File: src/hdl/fetch_pkg.sv
// Fetch package with the shared widths, enums and packet structs of the fetch path
`default_nettype none

package fetch_pkg;

    // Data path and canonical virtual address widths
    localparam int unsigned XLEN           = 64;
    localparam int unsigned VIRT_ADDR_SIZE = 39;

    typedef logic [XLEN-1:0] addr_t;
    typedef logic [31:0]     inst_t;

    // Next-PC selection from the control unit
    typedef enum logic [1:0] {
        NEXT_PC_SEL_KEEP_PC,
        NEXT_PC_SEL_BP_OR_PC_4,
        NEXT_PC_SEL_JUMP
    } next_pc_sel_t;

    // Exception causes raised by fetch as numbered in mcause
    typedef enum logic [3:0] {
        INSTR_ADDR_MISALIGNED = 4'd0,
        INSTR_ACCESS_FAULT    = 4'd1
    } exc_cause_t;

    typedef enum logic {
        PRED_NOT_TAKEN,
        PRED_TAKEN
    } pred_t;

    typedef struct packed {
        logic       valid;
        exc_cause_t cause;
        addr_t      origin;
    } exception_t;

    // Prediction carried down the pipe to execute
    typedef struct packed {
        logic  is_branch;
        pred_t decision;
        addr_t pred_addr;
    } bpred_t;

    // Training event from execute
    typedef struct packed {
        logic  is_branch_exe;
        addr_t pc_execution;
        logic  branch_taken_result_exe;
        addr_t branch_addr_result_exe;
    } exe_if_branch_pred_t;

    typedef struct packed {
        logic  valid;
        addr_t vaddr;
        logic  invalidate_icache;
        logic  invalidate_buffer;
    } req_cpu_icache_t;

    typedef struct packed {
        logic  valid;
        inst_t data;
    } resp_icache_cpu_t;

    typedef struct packed {
        logic       valid;
        addr_t      pc_inst;
        exception_t ex;
        bpred_t     bpred;
    } if_1_if_2_stage_t;

    // Packet handed to decode
    typedef struct packed {
        logic       valid;
        addr_t      pc_inst;
        inst_t      inst;
        exception_t ex;
        bpred_t     bpred;
    } fetch_out_t;

endpackage

`default_nettype wire

File: src/hdl/if_stage_2.sv
// Fetch stage 2 joining the registered stage-1 packet with the cache response
`default_nettype none

module if_stage_2 (
    input  logic                        clk_i,
    input  logic                        rstn_i,
    input  fetch_pkg::if_1_if_2_stage_t stage_i,
    input  fetch_pkg::resp_icache_cpu_t resp_icache_i,
    output fetch_pkg::fetch_out_t       fetch_o
);
    import fetch_pkg::*;

    logic       valid_q;
    addr_t      pc_q;
    exception_t ex_q;
    bpred_t     bpred_q;

    // Registered packet valid
    always_ff @(posedge clk_i, negedge rstn_i) begin
        if (!rstn_i) begin
            valid_q <= 1'b0;
        end else begin
            valid_q <= stage_i.valid;
        end
    end

    always_ff @(posedge clk_i) begin
        pc_q    <= stage_i.pc_inst;
        ex_q    <= stage_i.ex;
        bpred_q <= stage_i.bpred;
    end

    // An exception goes to decode without waiting on the cache
    always_comb begin
        fetch_o.valid   = valid_q && (ex_q.valid || resp_icache_i.valid);
        fetch_o.pc_inst = pc_q;
        fetch_o.inst    = ex_q.valid ? '0 : resp_icache_i.data;
        fetch_o.ex      = ex_q;
        fetch_o.bpred   = bpred_q;
    end

endmodule

`default_nettype wire

File: config.mk
export PLATFORM = sky130hd
export DESIGN_NAME = if_stage_2
export DESIGN_NICKNAME = d
export VERILOG_FILES = /design/src/hdl/fetch_pkg.sv /design/src/hdl/if_stage_2.sv
export SDC_FILE = /design/constraint.sdc
export NUM_CORES = 1
export LEC_CHECK = 0
export ABC_CLOCK_PERIOD_IN_PS = 1090
export BUFFER_PORTS_ARGS = -buffer_cell sky130_fd_sc_hd__buf_2
export CORE_AREA = 2 2 180 182
export DETAILED_ROUTE_END_ITERATION = 7
export DIE_AREA = 0 0 182 184
export GPL_ROUTABILITY_DRIVEN = 1
export PLACE_DENSITY = 0.4
export REMOVE_ABC_BUFFERS = 1
export SLEW_MARGIN = 20
export SYNTH_ARGS = -nofsm -noshare
export SYNTH_HDL_FRONTEND = slang
export SYNTH_SLANG_ARGS = --single-unit
export TNS_END_PERCENT = 5
File: constraint.sdc
create_clock -name clk_i -period 1.09 [get_ports clk_i]
set_input_delay 0.218 -clock clk_i [delete_from_list [all_inputs] [get_ports clk_i]]
set_output_delay 0.218 -clock clk_i [all_outputs]
set_load 0.02 [all_outputs]
==> results by group <==
Detailed routing
  • Post-DRT Antenna Nets: 0
  • Drt pass-1 iters: 4
  • Drt drc: 0
  • Avg WL per Cell: 16.3 um
  • Via/cell ratio: 3.36
  • Via count of the routed design: 4490
  • Routed WL: 21800 um
  • Initial DRC count: 71

Critical path
  • CP Capture Type: output pin
  • Nature of the critical path startpoint: register
  • Crit path required time: 0.87 ns
  • Worst path arrival time: 1.28 ns
  • CP max FO: 34
  • Source of the critical timing path: fetch_o[134]$_DFF_P_
  • Worst setup path class: register to output pin

Timing
  • Min Tclk post-route: 1.49 ns
  • RSZ-0062 raised after global routing: yes
  • Worst Tran Pin Value: 0.198 ns
  • Fin. Hold Viols: 0
  • Hold Slack: 0.0867 ns
  • Slew margin rel.: 86.8%
  • Endpoints failing setup: 227
  • Max-slew violation count: 0
  • Final worst setup slack: -0.403 ns
  • Fmax: 670 MHz
  • Fin crit share: 137%

Synth
  • Post-Syn Area: 4230 um^2
  • Seq cells post-synth: 200
  • Synth top area cells: dfxtp_1 94%, nor2b_1 4.7%, dfrtp_1 0.59%, buf_2 0.24%, buf_4 0.18%
  • Top-area cell type share of the netlist area: 94.1%
  • Synth Area per Inst: 17.9 um^2
  • Synth unique cells: 6
  • Synthesis Warnings: 0
  • Synthesized instance count: 236
  • Post-synthesis sequential area ratio: 94.7%
  • Synth area leader: dfxtp_1

GRT
  • Remaining global-route overflow: 0
  • First-pass GRT wire length: 30400 um
  • Pin count of the biggest net entering global routing: 35
  • Gr usage total: 12.7%
  • Initial antenna violation count: 8
  • Vias in the first global route: 5096

Job
  • Max Cap Viol: 0

Floorplan
  • I/O pin cnt: 467
  • Core area: 31400 um^2
  • Chip Height: 184 um
  • Starting Density: 13.5%
  • # rows: 65
  • Total die area: 33500 um^2
  • Die Span X: 182 um

Cells and area
  • Layout area overhead: 166%
  • Final nets: 1155
  • Finished Cell Area: 11300 um^2
  • Most common cell after layout, fill and taps aside: buf_2
  • Commonest non-fill, non-tap cells in the layout: 235 x buf_2, 201 x dlygate4sd3_1, 201 x buf_6
  • Share of cells above drive strength 1: 75.0%

Clock tree
  • Num CTS Buffers: 17
  • CTS tree: built
  • Clock root cell: clkbuf_16
  • Worst-case clock buffer depth: 2
  • Clock sink total: 200
  • Clock transition at path regs: 0.07 ns
  • H-tree depth: 4

Power
  • Worst IR drop on VDD: 0.00128 V
  • Lkg Pwr: 5.20 nW
  • PwrDens: 1520 nW/um^2

Outcome
  • Violated checks: setup timing
  • Outcome: finished, violations left

Placed design
  • Number of buffers added on ports: 466
  • HPWL after DPL: 14500 um
  • Post-DP Area: 7070 um^2
  • RePlAce Congestion: 0.804

Worst hold path
  • Hold crit path type: primary input to async pin
## metrics by stage
| step | setup WS, ns | power [mW] | util, % | setup TNS, ns | std cells |
|---|---|---|---|---|---|
| 2_1_floorplan | -0.392 | 8.62 | - | -10.65 | 233 |
| 3_3_place_gp | 0.0539 | 9.56 | 22.5 | 0 | 1102 |
| 3_5_place_dp | 0.0516 | 9.56 | 22.5 | 0 | 1102 |
| 4_1_cts | -0.438 | 17.4 | 35.8 | -22.09 | 1335 |
| 5_1_grt | -0.464 | 17.8 | 35.9 | -26.01 | 1337 |
| 6_report | -0.403 | 17.1 | 35.9 | -13.69 | 1337 |
## what timing repair did
action,CTS,global route
hold endpoints to repair,201,0
pin swaps,0,0
gates resized for setup,625,8
buffers inserted,0,0
setup endpoints to repair,232,232
hold buffers,201,0
## cell usage after synthesis (all sizes together)
| cell type | instances |
|---|---|
| nor2b | 32 |
| dfrtp | 1 |
| o21a | 1 |
| buf | 3 |
| dfxtp | 199 |
## flip-flops by register name, summed over array words and instances (netlist names)
signal and count:
fetch_o 135, valid_q 1, pc_q 64
## where the power goes
group	total [mW]	internal (mW)	leakage [nW]	switching, mW
logic	2.69	1.58	3.22	1.10
registers	7.97	7.78	1.69	0.197
clock network	6.43	3.33	0.289	3.10
## logic make-up (layout without fill, tap and decap cells)
group / count (synthesis) / count (layout) / share of synthesized area (%)
and+or+nand+nor: 32 / 32 / 4.73
AOI/OAI and AO/OA: 1 / 1 / 0.177
buffers and inverters: 3 / 700 / 0.414
DFF: 200 / 200 / 94.7
other: 0 / 2 / 0
## path summary, 6_finish.rpt
path	depth (start not counted)	end	slack [ns]
max	3	fetch_o[231]	-0.40
min	2	valid_q$_DFF_PN0_	0.09
max in group asynchronous	2	valid_q$_DFF_PN0_	0.92
min in group clk_i	2	fetch_o[114]$_DFF_P_	0.40
## worst max-delay path: stages, from the launching register on
cell and delay (ns):
dfxtp_2 0.33, buf_12 0.16, o21a_1 0.21, buf_6 0.13
## layout make-up
| class | count | area, um^2 |
|---|---|---|
| Clock inverter | 14 | 160 |
| Multi-Input combinational cell | 33 | 213 |
| Timing Repair Buffer | 668 | 5700 |
| Sequential cell | 200 | 4260 |
| Antenna cell | 2 | 5.00 |
| Fill cell | 2999 | 20100 |
| Clock buffer | 18 | 439 |
| Tap cell | 402 | 503 |
## layer usage
metal	vias up	track usage (%)	wire, um
met5	-	0	0
met4	0	7.00	817
met3	39	6.52	2310
met2	314	25.2	12300
met1	2040	9.85	6390
li1	2097	-	-
Power figures use the tool's default switching activity.
