===== config.mk =====
export PLATFORM = sky130hd
export DESIGN_NAME = branch_predictor
export DESIGN_NICKNAME = d
export VERILOG_FILES = /design/src/hdl/fetch_pkg.sv /design/src/hdl/branch_predictor.sv
export SDC_FILE = /design/constraint.sdc
export NUM_CORES = 2
export LEC_CHECK = 0
export BUFFER_PORTS_ARGS = -buffer_cell sky130_fd_sc_hd__buf_4
export CORE_ASPECT_RATIO = 0.75
export CORE_MARGIN = 2
export CORE_UTILIZATION = 35
export DETAILED_ROUTE_END_ITERATION = 6
export PLACE_DENSITY = 0.47
export SLEW_MARGIN = 20
export SYNTH_ARGS = -nofsm -noshare
export SYNTH_HDL_FRONTEND = slang
export SYNTH_SLANG_ARGS = --single-unit

===== constraint.sdc =====
create_clock -name clk_i -period 4.8 [get_ports clk_i]
set_input_delay 0.48 -clock clk_i [delete_from_list [all_inputs] [get_ports clk_i]]
set_output_delay 0.48 -clock clk_i [all_outputs]
set_load 0.1 [all_outputs]

===== src/hdl/fetch_pkg.sv =====
// Fetch package with the shared widths, enums and packet structs of the fetch path
`default_nettype none

package fetch_pkg;

    // Data path and canonical virtual address widths
    localparam int unsigned XLEN           = 64;
    localparam int unsigned VIRT_ADDR_SIZE = 39;

    typedef logic [XLEN-1:0] addr_t;
    typedef logic [31:0]     inst_t;

    // Next-PC selection from the control unit
    typedef enum logic [1:0] {
        NEXT_PC_SEL_KEEP_PC,
        NEXT_PC_SEL_BP_OR_PC_4,
        NEXT_PC_SEL_JUMP
    } next_pc_sel_t;

    // Exception causes raised by fetch as numbered in mcause
    typedef enum logic [3:0] {
        INSTR_ADDR_MISALIGNED = 4'd0,
        INSTR_ACCESS_FAULT    = 4'd1
    } exc_cause_t;

    typedef enum logic {
        PRED_NOT_TAKEN,
        PRED_TAKEN
    } pred_t;

    typedef struct packed {
        logic       valid;
        exc_cause_t cause;
        addr_t      origin;
    } exception_t;

    // Prediction carried down the pipe to execute
    typedef struct packed {
        logic  is_branch;
        pred_t decision;
        addr_t pred_addr;
    } bpred_t;

    // Training event from execute
    typedef struct packed {
        logic  is_branch_exe;
        addr_t pc_execution;
        logic  branch_taken_result_exe;
        addr_t branch_addr_result_exe;
    } exe_if_branch_pred_t;

    typedef struct packed {
        logic  valid;
        addr_t vaddr;
        logic  invalidate_icache;
        logic  invalidate_buffer;
    } req_cpu_icache_t;

    typedef struct packed {
        logic  valid;
        inst_t data;
    } resp_icache_cpu_t;

    typedef struct packed {
        logic       valid;
        addr_t      pc_inst;
        exception_t ex;
        bpred_t     bpred;
    } if_1_if_2_stage_t;

    // Packet handed to decode
    typedef struct packed {
        logic       valid;
        addr_t      pc_inst;
        inst_t      inst;
        exception_t ex;
        bpred_t     bpred;
    } fetch_out_t;

endpackage

`default_nettype wire


===== src/hdl/branch_predictor.sv =====
// Branch predictor with a direct-mapped target buffer and 2-bit saturating counters
`default_nettype none

module branch_predictor #(
    parameter int unsigned BpEntries = 16
) (
    input  logic                          clk_i,
    input  logic                          rstn_i,
    input  fetch_pkg::addr_t              pc_fetch_i,
    input  fetch_pkg::exe_if_branch_pred_t exe_i,
    output logic                          is_branch_o,
    output logic                          taken_o,
    output fetch_pkg::addr_t              pred_addr_o
);
    import fetch_pkg::*;

    localparam int unsigned IdxW = $clog2(BpEntries);
    localparam int unsigned TagW = XLEN - IdxW - 2;

    typedef logic [IdxW-1:0] idx_t;
    typedef logic [TagW-1:0] tag_t;
    typedef logic [1:0]      ctr_t;

    // Target buffer entries
    logic [BpEntries-1:0] valid_q;
    tag_t                 tag_q    [BpEntries];
    addr_t                target_q [BpEntries];
    ctr_t                 ctr_q    [BpEntries];

    idx_t rd_idx;
    tag_t rd_tag;
    idx_t upd_idx;
    tag_t upd_tag;
    logic upd_hit;
    ctr_t upd_ctr;
    ctr_t ctr_next;

    // Lookup at the fetch PC
    assign rd_idx      = pc_fetch_i[IdxW+1:2];
    assign rd_tag      = pc_fetch_i[XLEN-1:IdxW+2];
    assign is_branch_o = valid_q[rd_idx] && (tag_q[rd_idx] == rd_tag);
    assign taken_o     = ctr_q[rd_idx][1];
    assign pred_addr_o = target_q[rd_idx];

    // Training index and counter step
    assign upd_idx = exe_i.pc_execution[IdxW+1:2];
    assign upd_tag = exe_i.pc_execution[XLEN-1:IdxW+2];
    assign upd_hit = valid_q[upd_idx] && (tag_q[upd_idx] == upd_tag);
    assign upd_ctr = ctr_q[upd_idx];

    always_comb begin
        if (!upd_hit) begin
            // Fresh entry starts weakly biased toward the outcome
            ctr_next = exe_i.branch_taken_result_exe ? 2'd2 : 2'd1;
        end else if (exe_i.branch_taken_result_exe) begin
            ctr_next = (upd_ctr == 2'd3) ? 2'd3 : upd_ctr + 2'd1;
        end else begin
            ctr_next = (upd_ctr == 2'd0) ? 2'd0 : upd_ctr - 2'd1;
        end
    end

    always_ff @(posedge clk_i, negedge rstn_i) begin
        if (!rstn_i) begin
            valid_q <= '0;
        end else if (exe_i.is_branch_exe) begin
            valid_q[upd_idx] <= 1'b1;
        end
    end

    always_ff @(posedge clk_i) begin
        if (exe_i.is_branch_exe) begin
            tag_q[upd_idx]    <= upd_tag;
            target_q[upd_idx] <= exe_i.branch_addr_result_exe;
            ctr_q[upd_idx]    <= ctr_next;
        end
    end

endmodule

`default_nettype wire


==> metrics <==
FP Rows between 150 and 200; most frequent cells in the layout edfxtp_1 (1984), mux4_2 (801), buf_4 (466); routability cong. 0.930; switching power about 9.3 mW; Num CTS Buffers about 210; Synth Cell Area 85200 um2; DR vias roughly 45000; Clock Power Share 39.6%; cell area after layout slightly above 100000 um2; simple-gate portion of the synthesized area under 10%; Yosys top cell area share roughly 70%; Async S/R FF share, synth less than 1%; HP Class in2async; switching share of total power a little under a quarter; Required @ worst endpoint ~4.3 ns; outcome finished with violations; post-route ant nets 0; worst slew pin tran 0.949 ns; initial antenna violation count 23; synthesized area per cell between 20 and 25 um2; CTS tree done; Syn-to-layout area delta 18.7%; final WL 272000 um; DR iter-0 viols roughly 4700; most common cell after layout, fill and taps aside edfxtp_1; Setup Fix Bufs, Post-CTS 0; Synth Area in Compound Gates 2.08%; vias in the first global route roughly 46000; main combinational cell family by area after synthesis multiplexers; first-pass GRT wire length approximately 380000 um; Clk Latency, worst-skew pair 0.88 ns; die area approximately 250000 um2; failing checks negative setup slack; Synth Area in XOR/XNOR under 10%; Core Area ~240000 um2; r2r endpoint ctr_q[0][0]; max-slew violation count 0; hpwl dp roughly 170000 um; CTS root buffer clkbuf_16; multi-input logic area roughly 24000 um2; share of cells above drive strength 1 a little under two fifths; final core utilization roughly two fifths; r2r startpoint tag_q[3][25]; synthesized flop and latch total 2000; synth top area cells edfxtp_1 (70%), mux4_2 (21%), mux2i_1 (1.9%); Critical Path Sink is_branch_o; I/O pin total 262; Cell variety after synth between 70 and 80; placed cell areas a little over 90000 um2; Worst Path Max Fanout 2; syn_nets between 4000 and 5000; number of max-cap violations 0; Global Route Usage Sum 21.8%; Yosys top cell by area edfxtp_1; clk buf depth 4; Hold Worst Slack between 0.07 and 0.08 ns; synthesis warning total 0; Leak about 32 nW; Clock Sinks 2000; most used flip-flop cell after synthesis edfxtp_1; Slew headroom between 30% and 40%; CP startpoint tag_q[15][34]; Tcrit/Tclk final 109%; Sequential Area between 50000 and 60000 um2; nets@finish approximately 4700; r2r setup slk ~0.84 ns; clk_skew 0.0476 ns; Max Freq 192 MHz; wire length per cell 34.5 um; cells on worst reg2reg path 11; DRC Markers 0; first drt pass iteration count 6; Clk pin slew, worst setup/hold paths around 0.060 ns; Mapped Cells roughly 3800; largest net degree at the start of global routing between 100 and 150; Setup crit end kind output pin; Tot Pwr 39.3 mW; crit path DAT ~4.7 ns; Initial Util about a third; H-Tree Depth 4; die width ~570 um; FILL cells about 21000; Internal Power around 30 mW; IO Port Bufs 257; Gate power share approximately a tenth; die height about 430 um; RSZ-0062 raised after global routing true; Adder-Cell Fraction of Synth Area 0%; GRT overflow 0; Startpoint Class flop; sequential share of the synthesized area 70.4%; Hold Violations, Final 0; register share of total power roughly 50%; Post-synth EDFFs just under 2000; mux cell area share after synthesis approximately a quarter; Tmin final between 5 and 6 ns; Vias per Instance roughly 5.7; count of final setup violators 1; CP Class reg2out; pwr dens slightly below 400 nW/um2; Peak VDD IR 0.357 mV; final setup margin -0.422 ns
==> how the worst min path moves through the flow <==
stage	from	endpoint	slack, ns
final	rstn_i	valid_q[1]	0.08
after floorplan	rstn_i	valid_q[0]	0.18
after detailed placement	rstn_i	valid_q[14]	0.36
after CTS	rstn_i	valid_q[3]	0.03
after global routing	rstn_i	valid_q[5]	0.09
after global placement	rstn_i	valid_q[10]	0.35
==> critical path: stages, from the launching register on <==
cell	delay (ns)
edfxtp_1	0.40
mux4_2	0.47
mux4_2	0.56
xnor2_2	0.26
nand4_1	0.22
buf_6	0.20
nor4_4	0.43
buf_4	0.26
nand4_1	0.29
nor4_4	0.40
buf_4	0.20
buf_12	0.16
==> metrics by stage <==
step	cells	setup WS [ns]	TNS, ns
after floorplan	3831	-0.728	-1005.92
after global placement	7395	-0.690	-0.690
after detailed placement	7395	-0.729	-0.823
after CTS	7878	-0.542	-0.542
after global routing	7880	-0.471	-0.471
final	7884	-0.422	-0.422
==> per-layer routing <==
| layer | vias to the layer above | track usage (%) | wire length [um] |
|---|---|---|---|
| li1 | 18000 | - | - |
| met1 | 24900 | 31.5 | 121000 |
| met2 | 1706 | 33.8 | 126000 |
| met3 | 368 | 4.67 | 19400 |
| met4 | 14 | 4.64 | 5680 |
| met5 | - | 0 | 89 |
==> Yosys cell counts, types with 39 or more instances <==
| master | n |
|---|---|
| edfxtp_1 | 1984 |
| mux2_2 | 39 |
| buf_1 | 51 |
| mux2i_1 | 161 |
| buf_2 | 60 |
| mux4_2 | 801 |
| o21ai_0 | 42 |
| clkbuf_1 | 87 |
| xor2_1 | 53 |
| nand2_1 | 43 |
| nor2_1 | 41 |
| xnor2_1 | 49 |
==> power by group through the flow <==
stage	Clock (mW)	Combinational, mW	Sequential, mW
3_5_place_dp	0	3.94	20.1
3_3_place_gp	0	3.93	20.1
2_1_floorplan	0	2.27	20.1
6_report	15.5	4.02	19.7
5_1_grt	16.6	4.20	19.7
4_1_cts	16.0	4.05	19.7
==> area by class of cell <==
type	count	area share, %
well taps	3239	4.01
inverters	39	0.145
clock inverters	109	0.871
repair buffers	682	6.48
flip-flops and latches	2000	59.3
multi-input cells	1557	23.8
clock buffers	252	5.39
diodes	6	0.0148
==> kinds of logic (layout without fill, tap and decap cells) <==
logic type / count (synthesis) / in the layout
AND/OR/NAND/NOR: 205 / 205
other: 0 / 6
XOR/XNOR: 102 / 102
flip-flops: 2000 / 2000
AO/OA/AOI/OAI: 246 / 246
buffers and inverters: 274 / 1082
multiplexers: 1004 / 1004
==> state kept, by name, summed over array words and instances (netlist names) <==
| register | count |
|---|---|
| ctr_q | 32 |
| tag_q | 928 |
| target_q | 1024 |
| valid_q | 16 |
==> timing repair <==
| action | CTS | global route |
|---|---|---|
| setup endpoints to repair | 1 | 1 |
| endpoints found under the hold margin | 1910 | 0 |
| pin swaps | 3 | 5 |
| gates resized for setup | 7 | 1 |
| hold buffers | 122 | 0 |
No activity file was read; power rests on OpenSTA's default activity.
